File: config.mk
export PLATFORM = sky130hd
export DESIGN_NAME = spi_flash_reader
export DESIGN_NICKNAME = d
export VERILOG_FILES = /design/src/design/spi_rd_pkg.sv /design/src/design/spi_cmd_decode.sv /design/src/design/spi_sclk_gen.sv /design/src/design/spi_lane_shifter.sv /design/src/design/spi_read_result.sv /design/src/design/spi_flash_reader.sv
export SDC_FILE = /design/constraint.sdc
export NUM_CORES = 1
export LEC_CHECK = 0
export CAP_MARGIN = 20
export CORE_MARGIN = 1
export CORE_UTILIZATION = 69
export DETAILED_ROUTE_END_ITERATION = 7
export DONT_BUFFER_PORTS = 1
export HOLD_SLACK_MARGIN = 0.1
export PLACE_DENSITY = 0.85
export SKIP_LAST_GASP = 1
export SYNTH_ARGS = -nofsm -noshare
export SYNTH_HDL_FRONTEND = slang
export SYNTH_SLANG_ARGS = --single-unit
File: constraint.sdc
create_clock -name clk -period 6.3 [get_ports clk]
set_input_delay 1.26 -clock clk [delete_from_list [all_inputs] [get_ports clk]]
set_output_delay 1.26 -clock clk [all_outputs]
set_load 0.02 [all_outputs]
File: src/design/spi_rd_pkg.sv
`default_nettype none

package spi_rd_pkg;

    // Serial clock timing, in system clocks per half-period
    localparam int SCLK_HALF = 2;

    localparam int TX_MAX_BITS = 40;
    localparam int RX_MAX_BITS = 32;

    // Supported read opcodes
    localparam logic [7:0] OP_READ      = 8'h03;
    localparam logic [7:0] OP_FAST_READ = 8'h0B;
    localparam logic [7:0] OP_DUAL_OUT  = 8'h3B;
    localparam logic [7:0] OP_QUAD_OUT  = 8'h6B;
    localparam logic [7:0] OP_QUAD_IO   = 8'hEB;

    // Dummy clocks between address and data
    localparam logic [3:0] FAST_DUMMY = 4'd8;
    localparam logic [3:0] QIO_DUMMY  = 4'd4;

    // Mode byte sent after the address of a quad I/O read, bit 7 confirms XIP
    localparam logic [7:0] MODE_XIP = 8'hA0;

    typedef enum logic [1:0] {
        LANE_1 = 2'd0,
        LANE_2 = 2'd1,
        LANE_4 = 2'd2
    } spi_lane_e;

    typedef struct packed {
        logic [7:0]  opcode;
        logic [23:0] addr;
        logic [2:0]  nbytes;
    } spi_req_t;

    typedef struct packed {
        logic [TX_MAX_BITS-1:0] tx_bits;
        spi_lane_e              cmd_lanes;
        spi_lane_e              addr_lanes;
        logic [5:0]             addr_start;
        logic [5:0]             tx_len;
        logic [3:0]             dummy_cycles;
        logic                   xip_en;
        logic                   xip_bit;
        spi_lane_e              rx_lanes;
        logic [5:0]             rx_bits;
    } spi_frame_t;

    typedef struct packed {
        logic [RX_MAX_BITS-1:0] data;
        logic                   err;
    } spi_resp_t;

endpackage

`default_nettype wire

File: src/design/spi_cmd_decode.sv
`timescale 1ns/1ps
`default_nettype none

module spi_cmd_decode (
    input  wire logic                   clk,
    input  wire logic                   rst,
    input  wire logic                   req_valid,
    input  wire spi_rd_pkg::spi_req_t   req,
    input  wire logic                   resp_done,
    output logic                        busy,
    output logic                        frame_valid,
    output spi_rd_pkg::spi_frame_t      frame,
    output logic                        err_valid
);

    logic                   busy_q;
    logic                   accept;
    logic                   supported;
    spi_rd_pkg::spi_frame_t next_frame;

    // Busy drops in the cycle the response goes out
    assign busy   = busy_q & ~resp_done;
    assign accept = req_valid & ~busy;

    // Opcode lookup
    always_comb begin
        next_frame              = '0;
        supported               = 1'b1;
        next_frame.tx_bits      = {req.opcode, req.addr, 8'h00};
        next_frame.cmd_lanes    = spi_rd_pkg::LANE_1;
        next_frame.addr_lanes   = spi_rd_pkg::LANE_1;
        next_frame.addr_start   = 6'd8;
        next_frame.tx_len       = 6'd32;
        next_frame.dummy_cycles = 4'd0;
        next_frame.xip_en       = 1'b0;
        next_frame.xip_bit      = 1'b0;
        next_frame.rx_lanes     = spi_rd_pkg::LANE_1;
        next_frame.rx_bits      = {req.nbytes, 3'b000};
        case (req.opcode)
            spi_rd_pkg::OP_READ: begin
                next_frame.dummy_cycles = 4'd0;
            end
            spi_rd_pkg::OP_FAST_READ: begin
                next_frame.dummy_cycles = spi_rd_pkg::FAST_DUMMY;
            end
            spi_rd_pkg::OP_DUAL_OUT: begin
                next_frame.dummy_cycles = spi_rd_pkg::FAST_DUMMY;
                next_frame.rx_lanes     = spi_rd_pkg::LANE_2;
            end
            spi_rd_pkg::OP_QUAD_OUT: begin
                next_frame.dummy_cycles = spi_rd_pkg::FAST_DUMMY;
                next_frame.rx_lanes     = spi_rd_pkg::LANE_4;
            end
            spi_rd_pkg::OP_QUAD_IO: begin
                // Address and mode byte both go out on four lanes
                next_frame.tx_bits[7:0] = spi_rd_pkg::MODE_XIP;
                next_frame.addr_lanes   = spi_rd_pkg::LANE_4;
                next_frame.tx_len       = 6'(spi_rd_pkg::TX_MAX_BITS);
                next_frame.dummy_cycles = spi_rd_pkg::QIO_DUMMY;
                next_frame.xip_en       = 1'b1;
                next_frame.xip_bit      = spi_rd_pkg::MODE_XIP[7];
                next_frame.rx_lanes     = spi_rd_pkg::LANE_4;
            end
            default: begin
                supported = 1'b0;
            end
        endcase
    end

    always_ff @(posedge clk or posedge rst) begin
        if (rst) begin
            busy_q      <= 1'b0;
            frame_valid <= 1'b0;
            err_valid   <= 1'b0;
        end else begin
            frame_valid <= 1'b0;
            err_valid   <= 1'b0;
            if (accept) begin
                busy_q      <= 1'b1;
                frame_valid <= supported;
                err_valid   <= ~supported;
            end else if (resp_done) begin
                busy_q <= 1'b0;
            end
        end
    end

    always_ff @(posedge clk) begin
        if (accept) begin
            frame <= next_frame;
        end
    end

endmodule

`default_nettype wire

File: src/design/spi_sclk_gen.sv
`timescale 1ns/1ps
`default_nettype none

module spi_sclk_gen (
    input  wire logic clk,
    input  wire logic rst,
    input  wire logic start,
    input  wire logic last_edge,
    output logic      sclk,
    output logic      cs_n,
    output logic      launch,
    output logic      sample
);

    logic       active;
    logic       stop_pending;
    logic [3:0] half_cnt;
    logic       half_end;

    assign half_end = half_cnt == 4'(spi_rd_pkg::SCLK_HALF - 1);

    always_ff @(posedge clk or posedge rst) begin
        if (rst) begin
            active       <= 1'b0;
            stop_pending <= 1'b0;
            half_cnt     <= 4'd0;
            sclk         <= 1'b0;
            cs_n         <= 1'b1;
            launch       <= 1'b0;
            sample       <= 1'b0;
        end else begin
            launch <= 1'b0;
            sample <= 1'b0;
            if (start) begin
                active       <= 1'b1;
                stop_pending <= 1'b0;
                half_cnt     <= 4'd0;
                sclk         <= 1'b0;
                cs_n         <= 1'b0;
                // First bit goes out during the initial low half
                launch       <= 1'b1;
            end else if (active) begin
                if (last_edge) begin
                    stop_pending <= 1'b1;
                end
                if (half_end) begin
                    half_cnt <= 4'd0;
                    if (!sclk) begin
                        sclk   <= 1'b1;
                        sample <= 1'b1;
                    end else if (stop_pending || last_edge) begin
                        // End of the last high half closes the frame
                        sclk   <= 1'b0;
                        cs_n   <= 1'b1;
                        active <= 1'b0;
                    end else begin
                        sclk   <= 1'b0;
                        launch <= 1'b1;
                    end
                end else begin
                    half_cnt <= half_cnt + 4'd1;
                end
            end
        end
    end

endmodule

`default_nettype wire

File: src/design/spi_lane_shifter.sv
`timescale 1ns/1ps
`default_nettype none

module spi_lane_shifter (
    input  wire logic                   clk,
    input  wire logic                   rst,
    input  wire logic                   frame_valid,
    input  wire spi_rd_pkg::spi_frame_t frame,
    input  wire logic [3:0]             io_in,
    output logic [3:0]                  io_out,
    output logic [3:0]                  io_oe,
    output logic                        sclk,
    output logic                        cs_n,
    output logic                        rx_valid,
    output logic [31:0]                 rx_data,
    output logic [5:0]                  rx_bits
);

    typedef enum logic [1:0] {
        PH_IDLE,
        PH_TX,
        PH_DUMMY,
        PH_RX
    } phase_e;

    phase_e                 phase;
    spi_rd_pkg::spi_frame_t frame_q;
    logic [5:0]             tx_cnt;
    logic [5:0]             tx_idx;
    logic [5:0]             rx_cnt;
    logic [3:0]             dummy_left;
    logic [31:0]            rx_sr;
    logic                   launch;
    logic                   sample;
    logic                   last_edge;
    logic                   rx_last;
    logic [2:0]             tx_step;
    logic [2:0]             rx_step;
    spi_rd_pkg::spi_lane_e  tx_lanes;

    function automatic logic [2:0] lane_step(spi_rd_pkg::spi_lane_e lanes);
        case (lanes)
            spi_rd_pkg::LANE_2: lane_step = 3'd2;
            spi_rd_pkg::LANE_4: lane_step = 3'd4;
            default:            lane_step = 3'd1;
        endcase
    endfunction

    spi_sclk_gen u_sclk_gen (
        .clk       (clk),
        .rst       (rst),
        .start     (frame_valid),
        .last_edge (last_edge),
        .sclk      (sclk),
        .cs_n      (cs_n),
        .launch    (launch),
        .sample    (sample)
    );

    // Command lanes until addr_start, address lanes after
    assign tx_lanes = (tx_cnt < frame_q.addr_start) ? frame_q.cmd_lanes : frame_q.addr_lanes;
    assign tx_step  = lane_step(tx_lanes);
    assign tx_idx   = 6'(spi_rd_pkg::TX_MAX_BITS - 1) - tx_cnt;

    assign rx_step   = lane_step(frame_q.rx_lanes);
    assign rx_last   = (rx_cnt + {3'b000, rx_step}) >= frame_q.rx_bits;
    assign last_edge = sample && phase == PH_RX && rx_last;

    assign rx_data = rx_sr;
    assign rx_bits = frame_q.rx_bits;

    always_ff @(posedge clk) begin
        if (frame_valid) begin
            frame_q <= frame;
        end
    end

    always_ff @(posedge clk or posedge rst) begin
        if (rst) begin
            phase      <= PH_IDLE;
            tx_cnt     <= 6'd0;
            rx_cnt     <= 6'd0;
            dummy_left <= 4'd0;
            io_out     <= 4'b0000;
            io_oe      <= 4'b0000;
            rx_valid   <= 1'b0;
        end else begin
            rx_valid <= 1'b0;
            if (frame_valid) begin
                phase      <= PH_TX;
                tx_cnt     <= 6'd0;
                rx_cnt     <= 6'd0;
                dummy_left <= frame.dummy_cycles;
            end else begin
                if (launch) begin
                    case (phase)
                        PH_TX: begin
                            if (tx_cnt == frame_q.tx_len) begin
                                if (dummy_left != 4'd0) begin
                                    // First dummy clock carries the XIP bit on io0
                                    phase      <= PH_DUMMY;
                                    dummy_left <= dummy_left - 4'd1;
                                    io_out     <= {3'b000, frame_q.xip_bit & frame_q.xip_en};
                                    io_oe      <= {3'b000, frame_q.xip_en};
                                end else begin
                                    phase <= PH_RX;
                                    io_oe <= 4'b0000;
                                end
                            end else begin
                                case (tx_lanes)
                                    spi_rd_pkg::LANE_4: begin
                                        io_out <= frame_q.tx_bits[tx_idx -: 4];
                                        io_oe  <= 4'b1111;
                                    end
                                    spi_rd_pkg::LANE_2: begin
                                        io_out <= {2'b00, frame_q.tx_bits[tx_idx -: 2]};
                                        io_oe  <= 4'b0011;
                                    end
                                    default: begin
                                        io_out <= {3'b000, frame_q.tx_bits[tx_idx]};
                                        io_oe  <= 4'b0001;
                                    end
                                endcase
                                tx_cnt <= tx_cnt + {3'b000, tx_step};
                            end
                        end
                        PH_DUMMY: begin
                            io_oe <= 4'b0000;
                            if (dummy_left == 4'd0) begin
                                phase <= PH_RX;
                            end else begin
                                dummy_left <= dummy_left - 4'd1;
                            end
                        end
                        default: begin
                            io_oe <= 4'b0000;
                        end
                    endcase
                end
                if (sample && phase == PH_RX) begin
                    rx_cnt <= rx_cnt + {3'b000, rx_step};
                    if (rx_last) begin
                        phase    <= PH_IDLE;
                        rx_valid <= 1'b1;
                    end
                end
            end
        end
    end

    // Read data, MSB first
    always_ff @(posedge clk) begin
        if (sample && phase == PH_RX) begin
            case (frame_q.rx_lanes)
                spi_rd_pkg::LANE_4: rx_sr <= {rx_sr[27:0], io_in};
                spi_rd_pkg::LANE_2: rx_sr <= {rx_sr[29:0], io_in[1:0]};
                default:            rx_sr <= {rx_sr[30:0], io_in[1]};
            endcase
        end
    end

endmodule

`default_nettype wire

File: src/design/spi_read_result.sv
`timescale 1ns/1ps
`default_nettype none

module spi_read_result (
    input  wire logic        clk,
    input  wire logic        rst,
    input  wire logic        rx_valid,
    input  wire logic [31:0] rx_data,
    input  wire logic [5:0]  rx_bits,
    input  wire logic        err_valid,
    output logic             resp_valid,
    output spi_rd_pkg::spi_resp_t resp
);

    logic [31:0] data_le;

    // First byte on the wire sits highest in rx_data, move it to bits 7:0
    always_comb begin
        case (rx_bits)
            6'd8:    data_le = {24'd0, rx_data[7:0]};
            6'd16:   data_le = {16'd0, rx_data[7:0], rx_data[15:8]};
            6'd24:   data_le = {8'd0, rx_data[7:0], rx_data[15:8], rx_data[23:16]};
            default: data_le = {rx_data[7:0], rx_data[15:8], rx_data[23:16], rx_data[31:24]};
        endcase
    end

    always_ff @(posedge clk or posedge rst) begin
        if (rst) begin
            resp_valid <= 1'b0;
        end else begin
            resp_valid <= rx_valid | err_valid;
        end
    end

    always_ff @(posedge clk) begin
        if (rx_valid || err_valid) begin
            resp.data <= err_valid ? 32'd0 : data_le;
            resp.err  <= err_valid;
        end
    end

endmodule

`default_nettype wire

File: src/design/spi_flash_reader.sv
`timescale 1ns/1ps
`default_nettype none

module spi_flash_reader (
    input  wire logic                 clk,
    input  wire logic                 rst,
    input  wire logic                 req_valid,
    input  wire spi_rd_pkg::spi_req_t req,
    output logic                      busy,
    output logic                      resp_valid,
    output spi_rd_pkg::spi_resp_t     resp,
    output logic                      sclk,
    output logic                      cs_n,
    output logic [3:0]                io_out,
    output logic [3:0]                io_oe,
    input  wire logic [3:0]           io_in
);

    logic                   frame_valid;
    spi_rd_pkg::spi_frame_t frame;
    logic                   err_valid;
    logic                   rx_valid;
    logic [31:0]            rx_data;
    logic [5:0]             rx_bits;

    spi_cmd_decode u_decode (
        .clk         (clk),
        .rst         (rst),
        .req_valid   (req_valid),
        .req         (req),
        .resp_done   (resp_valid),
        .busy        (busy),
        .frame_valid (frame_valid),
        .frame       (frame),
        .err_valid   (err_valid)
    );

    spi_lane_shifter u_shifter (
        .clk         (clk),
        .rst         (rst),
        .frame_valid (frame_valid),
        .frame       (frame),
        .io_in       (io_in),
        .io_out      (io_out),
        .io_oe       (io_oe),
        .sclk        (sclk),
        .cs_n        (cs_n),
        .rx_valid    (rx_valid),
        .rx_data     (rx_data),
        .rx_bits     (rx_bits)
    );

    spi_read_result u_result (
        .clk        (clk),
        .rst        (rst),
        .rx_valid   (rx_valid),
        .rx_data    (rx_data),
        .rx_bits    (rx_bits),
        .err_valid  (err_valid),
        .resp_valid (resp_valid),
        .resp       (resp)
    );

endmodule

`default_nettype wire

==> results.py <==
metrics = {
    "logic_synthesis": {
        "syn_area_um2": 8850,
        "synth_top_family_by_area": "compound AO/OA/AOI/OAI gates",
        "synth-seq-cells": 181,
        "syn_area_per_cell_um2": 12.4,
        "synthDistinctLibCells": 60,
        "synth-async-reset-ratio": 0.215,
        "synth_edf_count": 142,
        "synth_compound_area_frac": 0.128,
        "syn_nets": 780,
        "synth_adder_area_share": 0.0320,
        "yosysSeqAreaShare": 0.593,
        "ys.flop_type": "edfxtp_1",
        "synth_cells": 716,
        "synth-simple-area-share": 0.101,
        "muxShareOfSynthArea": 0.0921,
        "ys_warn_count": 0,
        "synth_xor_area_frac": 0.0168,
    },
    "sta": {
        "rsz0062_at_grt": "false",
        "worst_slew_pin_slew_ps": 1110,
        "fin_worst_skew_ps": 7.57,
        "min_period_ps": 3490,
        "timing.final.ws_setup_ps": 2810,
        "slew_headroom": 0.259,
        "fin_crit_sh": 0.554,
        "fin_tns_setup_ps": 0,
        "finalHoldViolations": 0,
        "slew_viol_final": 0,
        "fmax_ghz": 0.286,
        "setup_violations": 0,
    },
    "routing": {
        "drc_errors": 0,
        "drt_iter0_drc": 654,
        "num_vias": 5978,
        "firstDrtPassIters": 5,
        "wl_per_cell_um": 21.2,
        "routed_wl_mm": 18.6,
        "ant_nets": 0,
        "vias_per_cell": 6.79,
    },
    "layout": {
        "stdcell_count": 880,
        "layout-drive-gt1-share": 0.0941,
        "final_common_cell": "edfxtp_1",
        "synthToLayoutAreaGrowth_pct": 7.19,
        "layout.nets": 763,
        "layout_common_cells": "edfxtp_1 (142), nand2_1 (75), nor2_1 (59)",
        "diodes": 0,
        "filler_cell_count": 729,
    },
    "critical_path": {
        "r2r_slack_ps": 2810,
        "critPathCaptureType": "flop",
        "critPathMaxFanout": 65,
        "critPathArrivalTime_ps": 3820,
        "critical_path.startpoint_type": "flop",
        "crit_required_ps": 6630,
        "path_class": "flop to flop",
    },
    "cts": {
        "path_clk_slew_ps": 70,
        "htreeDepth": 4,
        "ctsResizeCount": 0,
        "clock_latency_ps": 430,
        "tritoncts": "built",
        "cts_sinks": 181,
        "hold_buffers": 0,
        "cts_buffers": 17,
        "cts_setup_buffers": 0,
        "cts_root_buf": "clkbuf_16",
        "clockBufferDepth": 2,
    },
    "power_and_ir_drop": {
        "irDropWorstVdd_uv": 298,
        "p_total_mw": 2.29,
        "leakage_nw": 3.36,
        "powerDensity_nw_per_um2": 242,
    },
    "place": {
        "place_hpwl_mm": 12.3,
        "post-place-cells": 848,
        "place.gp.congestion": 0.903,
        "portBuffers": 0,
        "post-place-ws_ps": 2870,
    },
    "grt": {
        "grt_pass1_vias": 5572,
        "grt_max_degree": 68,
        "grt_pass1_wl_mm": 29.7,
        "antenna_found_initial": 0,
        "grt-ovfl-total": 0,
        "grt_use_total": 0.304,
    },
    "flow_run": {
        "maxCapViolCount": 0,
    },
    "die": {
        "initial_utilization": 0.721,
        "die-height_um": 115,
        "io-pin-count": 87,
        "core_um2": 12300,
        "chipWidth_um": 115,
        "std_cell_rows": 40,
        "fp.dieArea_um2": 13300,
    },
    "hold_path": {
        "hp-class": "flop to flop",
    },
    "status": {
        "status": "finished, final reports clean",
    },
}
==> path summary, 6_finish.rpt <==
check,startpoint,endpoint,cells after the start
max in group asynchronous,rst,u_decode.frame_valid,2
worst max register to register,u_shifter.frame_q[7],u_shifter.u_sclk_gen.launch,13
min in group asynchronous,rst,u_shifter.u_sclk_gen.sample,2
worst max-delay path,u_shifter.frame_q[7],u_shifter.u_sclk_gen.launch,13
worst min-delay path,u_decode.frame[44],u_shifter.frame_q[44],0
worst min register to register,u_decode.frame[44],u_shifter.frame_q[44],0
==> metal layers <==
layer,GRT usage,part of all wire
met1,0.445,0.42
met2,0.449,0.46
met5,0,0
met3,0.0770,0.10
met4,0.105,0.016
==> worst max-delay path, stage by stage, from the launching register on <==
cell and delay (ps):
edfxtp_1 430, ha_1 300, buf_4 440, ha_1 250
inv_1 60, fa_1 390, nor2b_1 120, o21ai_0 130
xnor2_1 160, ha_1 280, a21o_1 160, a21o_1 230
a21o_1 220, o21ai_0 210
==> area by class of cell <==
| cell class | instances | area (um2) | area share |
|---|---|---|---|
| flip-flops and latches | 181 | 5240 | 0.553 |
| multi-input cells | 460 | 3270 | 0.345 |
| clock buffers | 17 | 425 | 0.0449 |
| well taps | 168 | 210 | 0.0222 |
| clock inverters | 15 | 143 | 0.0150 |
| inverters | 28 | 105 | 0.0111 |
| repair buffers | 11 | 82.6 | 0.00871 |
==> state kept, by name, indices dropped and copies added (netlist names), 2 cells and up <==
name,count
u_decode.frame,39
u_result.resp,33
u_shifter.dummy_left,4
u_shifter.frame_q,35
u_shifter.io_oe,2
u_shifter.io_out,4
u_shifter.phase,2
u_shifter.rx_bits,3
u_shifter.rx_cnt,6
u_shifter.rx_data,32
u_shifter.tx_cnt,6
u_shifter.u_sclk_gen.half_cnt,4
==> power by group <==
| part | switching (mW) | leakage, nW | total, mW | internal [mW] |
|---|---|---|---|---|
| registers | 0 | 1.81 | 1.28 | 1.28 |
| clock network | 0.482 | 0.279 | 1.01 | 0.524 |
| logic | 0.00672 | 1.27 | 0.00919 | 0.00247 |
| total | 0.488 | 3.36 | 2.29 | 1.80 |
==> cell families after synthesis <==
kind of cell | count (synthesis)
mux | 46
compound gates | 174
flops | 181
simple gates | 201
xor+xnor | 17
buf+inv | 75
fa+ha+maj | 22
==> synthesized netlist by cell type (19+ instances only) <==
| master | number | share of area |
|---|---|---|
| a211oi_1 | 19 | 0.016 |
| a21oi_1 | 26 | 0.015 |
| a22oi_1 | 35 | 0.030 |
| clkbuf_1 | 32 | 0.014 |
| dfrtp_1 | 38 | 0.11 |
| edfxtp_1 | 142 | 0.48 |
| ha_1 | 21 | 0.030 |
| inv_1 | 26 | 0.011 |
| nand2_1 | 75 | 0.032 |
| nor2_1 | 59 | 0.025 |
| nor3_1 | 21 | 0.012 |
| o21ai_0 | 53 | 0.030 |
==> stage by stage <==
step / cell area, um2 / hold slack (ps) / utilization
2_1_floorplan: 8850 / 400 / -
3_3_place_gp: 8910 / 401 / 0.727
3_5_place_dp: 8910 / 405 / 0.727
4_1_cts: 9480 / 422 / 0.773
5_1_grt: 9480 / 433 / 0.773
6_report: 9480 / 421 / 0.773
Power figures use the tool's default switching activity.
